[src/hdl/alu_defs.svh]
// ALU shared constants
// Data and opcode widths, EFLAGS bit positions
`ifndef ALU_DEFS_SVH
`define ALU_DEFS_SVH

// Operand and result width
`define ALU_WIDTH 32

// Opcode field width
`define OP_WIDTH 4

// EFLAGS bit positions, other bits reserved as zero
`define FLAG_CF 0
`define FLAG_PF 2
`define FLAG_AF 4
`define FLAG_ZF 6
`define FLAG_SF 7
`define FLAG_DF 10
`define FLAG_OF 11

`endif

[src/hdl/alu_pkg.sv]
// ALU package
// Data word, flags word and opcode types
`include "alu_defs.svh"

package alu_pkg;

	// --------------------------------------------------
	// Datapath words
	// --------------------------------------------------

	// Operand and result word
	typedef logic [`ALU_WIDTH-1:0] word_t;

	// Architectural EFLAGS, always 32 bits
	typedef logic [31:0] eflags_t;

	// --------------------------------------------------
	// Opcodes
	// --------------------------------------------------

	// Codes 0 to 9 are fixed, the cases file uses them
	typedef enum logic [`OP_WIDTH-1:0] {
		// Arithmetic class
		OP_ADD = 0,
		OP_ADC = 1,
		OP_SUB = 2,
		OP_SBB = 3,
		// Flags only, result kept
		OP_CMP = 4,
		// Logic class
		OP_AND = 5,
		OP_OR  = 6,
		OP_XOR = 7,
		// Direction flag control
		OP_CLD = 8,
		OP_STD = 9
	} alu_op_e;

endpackage

[src/hdl/alu_adder.sv]
// ALU adder/subtractor
// Sum, carry or borrow, auxiliary carry and signed overflow
`include "alu_defs.svh"

module alu_adder (
	input  alu_pkg::alu_op_e op,
	input  alu_pkg::word_t   a,
	input  alu_pkg::word_t   b,
	input  logic             cf_in,
	output alu_pkg::word_t   sum,
	output logic             carry_out,
	output logic             aux_carry,
	output logic             overflow
);
	import alu_pkg::*;

	// Opcode decode
	logic is_sub;
	logic use_cf;

	// Effective operands
	word_t b_eff;
	logic  cin;

	// Adder with one extra bit for the carry
	logic [`ALU_WIDTH:0] sum_ext;
	logic                carry_raw;

	// --------------------------------------------------
	// Operand and carry-in selection
	// --------------------------------------------------

	// SUB, SBB and CMP go through the inverted path
	assign is_sub = (op == OP_SUB) || (op == OP_SBB) || (op == OP_CMP);

	// Only the with-carry forms look at the stored CF
	assign use_cf = (op == OP_ADC) || (op == OP_SBB);

	// Two's complement subtract: a + ~b + 1
	assign b_eff = is_sub ? ~b : b;

	always_comb begin
		// Plain add: 0, ADC: CF
		// Plain sub: 1, SBB: ~CF (borrow in)
		if (use_cf)
			cin = is_sub ? ~cf_in : cf_in;
		else
			cin = is_sub;
	end

	// --------------------------------------------------
	// Add
	// --------------------------------------------------

	assign sum_ext = {1'b0, a} + {1'b0, b_eff} + {{`ALU_WIDTH{1'b0}}, cin};

	assign sum       = sum_ext[`ALU_WIDTH-1:0];
	assign carry_raw = sum_ext[`ALU_WIDTH];

	// x86 CF on subtract means unsigned borrow, so invert
	assign carry_out = is_sub ? ~carry_raw : carry_raw;

	// Carry (or borrow) into bit 4
	// Same form for add and sub when the original b is used
	assign aux_carry = a[4] ^ b[4] ^ sum[4];

	// Operands of like sign, result sign differs
	assign overflow = (sum[`ALU_WIDTH-1] ^ a[`ALU_WIDTH-1])
		& ~(a[`ALU_WIDTH-1] ^ b_eff[`ALU_WIDTH-1]);

endmodule

[src/hdl/alu_logic.sv]
// ALU logic unit
// Bitwise AND, OR and XOR of the two operands
module alu_logic (
	input  alu_pkg::alu_op_e op,
	input  alu_pkg::word_t   a,
	input  alu_pkg::word_t   b,
	output alu_pkg::word_t   logic_out
);
	import alu_pkg::*;

	// Individual bitwise results
	word_t and_res;
	word_t or_res;
	word_t xor_res;

	// --------------------------------------------------
	// Bitwise operations
	// --------------------------------------------------

	assign and_res = a & b;
	assign or_res  = a | b;
	assign xor_res = a ^ b;

	// --------------------------------------------------
	// Opcode select
	// --------------------------------------------------

	always_comb begin
		case (op)
			OP_AND: begin
				logic_out = and_res;
			end
			OP_OR: begin
				logic_out = or_res;
			end
			OP_XOR: begin
				logic_out = xor_res;
			end
			default: begin
				// Arithmetic and DF ops, not used by flags unit
				logic_out = '0;
			end
		endcase
	end

endmodule

[src/hdl/alu_flags.sv]
// ALU flag unit
// Picks the result, builds SF/ZF/PF and class flag rules, holds result and EFLAGS
`include "alu_defs.svh"

module alu_flags (
	input  logic             clk,
	input  logic             rst,
	input  logic             op_valid,
	input  alu_pkg::alu_op_e op,
	input  alu_pkg::word_t   sum,
	input  logic             carry_out,
	input  logic             aux_carry,
	input  logic             overflow,
	input  alu_pkg::word_t   logic_out,
	output logic             result_valid,
	output alu_pkg::word_t   result,
	output alu_pkg::eflags_t eflags,
	output logic             cf_in
);
	import alu_pkg::*;

	// Opcode classes
	logic is_arith;
	logic is_logic;
	logic loads_result;

	// Selected result and derived flags
	word_t sel_result;
	logic  zf;
	logic  pf;
	logic  sf;

	// Next register values
	word_t   result_next;
	eflags_t eflags_next;

	// --------------------------------------------------
	// Decode
	// --------------------------------------------------

	always_comb begin
		is_arith = 1'b0;
		is_logic = 1'b0;
		case (op)
			OP_ADD, OP_ADC, OP_SUB, OP_SBB, OP_CMP: begin
				is_arith = 1'b1;
			end
			OP_AND, OP_OR, OP_XOR: begin
				is_logic = 1'b1;
			end
			default: begin
				// CLD, STD and unused codes
				is_arith = 1'b0;
			end
		endcase
	end

	// CMP is arithmetic but does not write back
	assign loads_result = (is_arith && (op != OP_CMP)) || is_logic;

	// --------------------------------------------------
	// Result flags
	// --------------------------------------------------

	assign sel_result = is_logic ? logic_out : sum;

	// All 32 bits zero
	assign zf = ~|sel_result;
	// Even number of ones in low byte
	assign pf = ~^sel_result[7:0];
	// Sign bit
	assign sf = sel_result[`ALU_WIDTH-1];

	// --------------------------------------------------
	// Next EFLAGS and result
	// --------------------------------------------------

	always_comb begin
		// Default: hold everything
		eflags_next = eflags;
		result_next = result;

		if (is_arith || is_logic) begin
			// Rebuilt from zero so reserved bits stay clear
			eflags_next = '0;
			eflags_next[`FLAG_SF] = sf;
			eflags_next[`FLAG_ZF] = zf;
			eflags_next[`FLAG_PF] = pf;
			// DF survives arithmetic and logic ops
			eflags_next[`FLAG_DF] = eflags[`FLAG_DF];
			// CF, OF, AF only from the adder, logic clears them
			if (is_arith) begin
				eflags_next[`FLAG_CF] = carry_out;
				eflags_next[`FLAG_OF] = overflow;
				eflags_next[`FLAG_AF] = aux_carry;
			end
		end else if (op == OP_STD) begin
			eflags_next[`FLAG_DF] = 1'b1;
		end else if (op == OP_CLD) begin
			eflags_next[`FLAG_DF] = 1'b0;
		end

		if (loads_result)
			result_next = sel_result;
	end

	// --------------------------------------------------
	// Registers
	// --------------------------------------------------

	always_ff @(posedge clk) begin
		if (rst) begin
			result_valid <= 1'b0;
			result       <= '0;
			eflags       <= '0;
		end else begin
			// One-cycle strobe follows op_valid
			result_valid <= op_valid;
			if (op_valid) begin
				result <= result_next;
				eflags <= eflags_next;
			end
		end
	end

	// Stored CF, pre-edge value for ADC/SBB chains
	assign cf_in = eflags[`FLAG_CF];

endmodule

[src/hdl/alu_top.sv]
// ALU top level
// Adder and logic unit in parallel, feeding the flag unit
module alu_top (
	input  logic             clk,
	input  logic             rst,
	input  logic             op_valid,
	input  alu_pkg::alu_op_e op,
	input  alu_pkg::word_t   a,
	input  alu_pkg::word_t   b,
	output logic             result_valid,
	output alu_pkg::word_t   result,
	output alu_pkg::eflags_t eflags
);
	import alu_pkg::*;

	// --------------------------------------------------
	// Internal wires
	// --------------------------------------------------

	// Adder outputs
	word_t sum;
	logic  carry_out;
	logic  aux_carry;
	logic  overflow;

	// Logic unit output
	word_t logic_out;

	// Stored CF back to the adder
	logic cf_in;

	// --------------------------------------------------
	// Arithmetic path
	// --------------------------------------------------

	// Combinational, zero latency
	alu_adder adder_i (
		.op        (op),
		.a         (a),
		.b         (b),
		.cf_in     (cf_in),
		.sum       (sum),
		.carry_out (carry_out),
		.aux_carry (aux_carry),
		.overflow  (overflow)
	);

	// --------------------------------------------------
	// Logic path
	// --------------------------------------------------

	// Runs beside the adder on the same operands
	alu_logic logic_i (
		.op        (op),
		.a         (a),
		.b         (b),
		.logic_out (logic_out)
	);

	// --------------------------------------------------
	// Flags and output registers
	// --------------------------------------------------

	// One cycle from op_valid to result_valid
	alu_flags flags_i (
		.clk          (clk),
		.rst          (rst),
		.op_valid     (op_valid),
		.op           (op),
		.sum          (sum),
		.carry_out    (carry_out),
		.aux_carry    (aux_carry),
		.overflow     (overflow),
		.logic_out    (logic_out),
		.result_valid (result_valid),
		.result       (result),
		.eflags       (eflags),
		.cf_in        (cf_in)
	);

endmodule

[config.mk]
export PLATFORM = sky130hd
export DESIGN_NAME = alu_top
export DESIGN_NICKNAME = d
export VERILOG_FILES = /design/src/hdl/alu_pkg.sv /design/src/hdl/alu_adder.sv /design/src/hdl/alu_logic.sv /design/src/hdl/alu_flags.sv /design/src/hdl/alu_top.sv
export VERILOG_INCLUDE_DIRS = /design/src /design/src/hdl
export SDC_FILE = /design/constraint.sdc
export NUM_CORES = 1
export LEC_CHECK = 0
export BUFFER_PORTS_ARGS = -buffer_cell sky130_fd_sc_hd__buf_2
export CAP_MARGIN = 10
export CORE_MARGIN = 2
export CORE_UTILIZATION = 62
export DETAILED_ROUTE_END_ITERATION = 7
export GPL_TIMING_DRIVEN = 0
export PLACE_DENSITY_LB_ADDON = 0.12
export SETUP_SLACK_MARGIN = 0.4
export SLEW_MARGIN = 5
export SYNTH_ARGS = -nofsm -noshare
export SYNTH_HDL_FRONTEND = slang
export SYNTH_HIERARCHICAL = 1
export SYNTH_SLANG_ARGS = --single-unit
export TNS_END_PERCENT = 10
[constraint.sdc]
create_clock -name clk -period 11.1 [get_ports clk]
set_input_delay 1.665 -clock clk [delete_from_list [all_inputs] [get_ports clk]]
set_output_delay 1.665 -clock clk [all_outputs]
set_load 0.01 [all_outputs]
==> flow_summary.ini <==
[floorplan]
start_util = 0.632
die_h_um = 106
core_area_um2 = 10200
io_pins = 136
die_area_um2 = 11200
die_w_um = 106
fp-row-count = 37

[worst_setup_path]
critPathMaxFanout = 10
timing.rr.end = flags_i/result[26]
regToRegStartpoint = flags_i/eflags[0]
cp.required_ns = 11.31
start_kind = input pin
worstRegToRegCells = 13
path_class = in -> reg
ff2ff_setup_slack_ns = 6.49
crit_arrival_ns = 7.06
endpoint_kind = flop

[placed_design]
io_buffers = 110
globalplace.congestion = 0.982
hpwl_mm = 15.4

[logic_synthesis]
synth.avg_cell_area_um2 = 8.06
yosysUniqueCellTypes = 67
synth_largest_area_cell = ha_1
seq_area_frac_synth = 0.124
yosysMostFrequentCell = ha_1
dominantRegCellSynth = dfxtp_1
synthesis.area_um2 = 6430
synth_top_area_frac = 0.193
synth_edf_count = 0
synthCells = 798
synth_area_leaders = ha_1 (19%), dfxtp_1 (12%), mux2i_1 (7.0%)
synth.ff_latch_count = 40
synth_common_cells = ha_1 (99), inv_1 (72), nor2_1 (64), nand2_1 (62), mux2i_1 (45)
synth_warnings = 6
synth-async-reset-ratio = 0

[final_layout]
nets = 1111
diodes = 0
drive_gt1_frac = 0.243
synthToLayoutAreaGrowth_pct = 14.4
fin_util = 0.723

[timing]
hold_viol = 0
period_share = 0.617
fin_setup_tns_ns = 0
fmax_mhz = 146
rsz0062_at_grt = false
holdWs_ns = 0.471
tightestPinTransition_ns = 0.998
setup_viol = 0
relSlewSlack = 0.317
skew_ns = 0.00553
slew_viol_final = 0
fin_crit_ns = 6.85

[power_and_ir_drop]
ir_drop_uv = 55.2
power_switching_uw = 322
internal-power_uw = 393
p_seq_frac = 0.229
power_uw = 716
power_leakage_nw = 3.63
p_comb_frac = 0.600
clkPwrFrac = 0.171
power_density_nw_per_um2 = 97.3
sw_frac_of_total = 0.450

[global_routing]
grt_pass1_wl_mm = 29.4
grt_pass1_vias = 6033
grt_max_degree = 15
grt.overflow.total = 0
grt_usage = 0.321
antenna_found_initial = 0

[clocking]
clk_pin_slew_ns = 0.09
tritoncts = yes
root_buffer = clkbuf_8
htree_levels = 2
clock_latency_ns = 0.30
numCtsBuffers = 5
cts.sink_count = 40
cts_setup_buffers = 0
cts_resized = 0
ctsHoldBuffers = 0
clockBufferDepth = 2

[drt]
drc = 0
num_vias = 6430
routed-wl-met3_mm = 1.45
ant_nets = 0
drtPass1Iterations = 5
wl_met1_mm = 8.04
drt_wl_total_mm = 18.5
drt-initial-drc-count = 516
routed_via_density = 5.98
route.top_layer_used = met4
dr_wl_met2_mm = 8.66
wl_per_cell_um = 17.2

[run_status]
status = finished, final reports clean

[min_path]
min_path_type = reg -> reg
holdPathStages = 2
hp-start = flags_i/eflags[2]
whs_endpoint = flags_i/eflags[2]

[flow_run]
cap_violations = 0
==> power by group through the flow <==
stage	registers [mW]	clock network, mW	logic [mW]
6_report	0.164	0.122	0.429
5_1_grt	0.165	0.126	0.470
4_1_cts	0.163	0.123	0.422
3_5_place_dp	0.167	0	0.419
3_3_place_gp	0.166	0	0.404
2_1_floorplan	0.171	0	0.297
==> through the flow <==
step / std cells / setup WS [ns] / instance area [um^2]
6_report: 1076 / 4.25 / 7360
5_1_grt: 1076 / 3.84 / 7360
4_1_cts: 1076 / 4.30 / 7360
3_5_place_dp: 1068 / 4.02 / 7240
3_3_place_gp: 1068 / 4.08 / 7240
2_1_floorplan: 822 / 5.44 / 6520
==> sequential cells by signal, indices dropped and copies added, names as in the netlist <==
register / flops
flags_i/result: 32
flags_i/eflags: 7
flags_i/result_valid: 1
==> cell type report <==
class	count	area (um^2)
multi-input combinational	638	4990
buffer	72	464
clock inverter	3	46.3
fill	842	2830
timing repair buffer	110	551
tap	136	170
inverter	72	270
clock buffer	5	68.8
sequential	40	801
==> critical path, stage by stage <==
cell and delay [ns]:
buf_2 0.20, inv_1 0.08, nor3_1 0.13, a21oi_1 0.06
nor2_1 0.51, buf_2 0.48, xor2_1 0.15, fa_1 0.51
fa_1 0.46, a211o_1 0.33, a211oi_2 0.40, nor4_2 0.11
o211ai_2 0.32, a21oi_1 0.11, a2111oi_0 0.88, o21ai_0 0.32
a311oi_2 0.34
==> worst max path at each step <==
stage / cells after the start / start / to / slack [ns]
global placement: 17 / op[2] / flags_i/result[26] / 4.08
floorplan: 17 / op[0] / flags_i/eflags[6] / 5.44
CTS: 17 / op[2] / flags_i/result[26] / 4.30
detailed placement: 17 / op[2] / flags_i/result[26] / 4.02
finish: 17 / op[2] / flags_i/result[26] / 4.25
global route: 17 / op[2] / flags_i/result[26] / 3.84
==> metal layers <==
metal | GRT usage | vias up
met4 | 0.0799 | 0
met1 | 0.428 | 3030
met2 | 0.549 | 282
met3 | 0.0421 | 32
met5 | 0 | -
li1 | - | 3086
==> cells in the final DEF, fill, tap and decap left out, types with 4 or more instances in the layout <==
cell	n
o22ai_2	30
nand3_1	9
a21oi_1	39
nor3_1	9
buf_4	33
a311oi_2	19
clkbuf_1	16
nand2_1	62
ha_1	99
or3_1	6
conb_1	25
a22oi_1	4
inv_1	72
clkbuf_8	5
a21o_1	6
nor4_1	13
nor2_1	64
nand4_1	8
o21ai_0	37
a311oi_1	6
a31oi_1	4
xnor2_1	21
buf_6	7
nor2b_1	7
o21ai_1	5
buf_2	124
and3_1	5
a211oi_1	14
dfxtp_1	40
xor2_1	42
mux2i_1	45
o211ai_1	4
==> logic make-up after synthesis <==
group	share of synthesized area
AO/OA/AOI/OAI	0.257
XOR/XNOR	0.0858
adder cells (fa/ha/maj)	0.199
buffers and inverters	0.114
flip-flops	0.124
multiplexers	0.0718
other	0.000583
AND/OR/NAND/NOR	0.148
(Power assumes the default switching activity.)
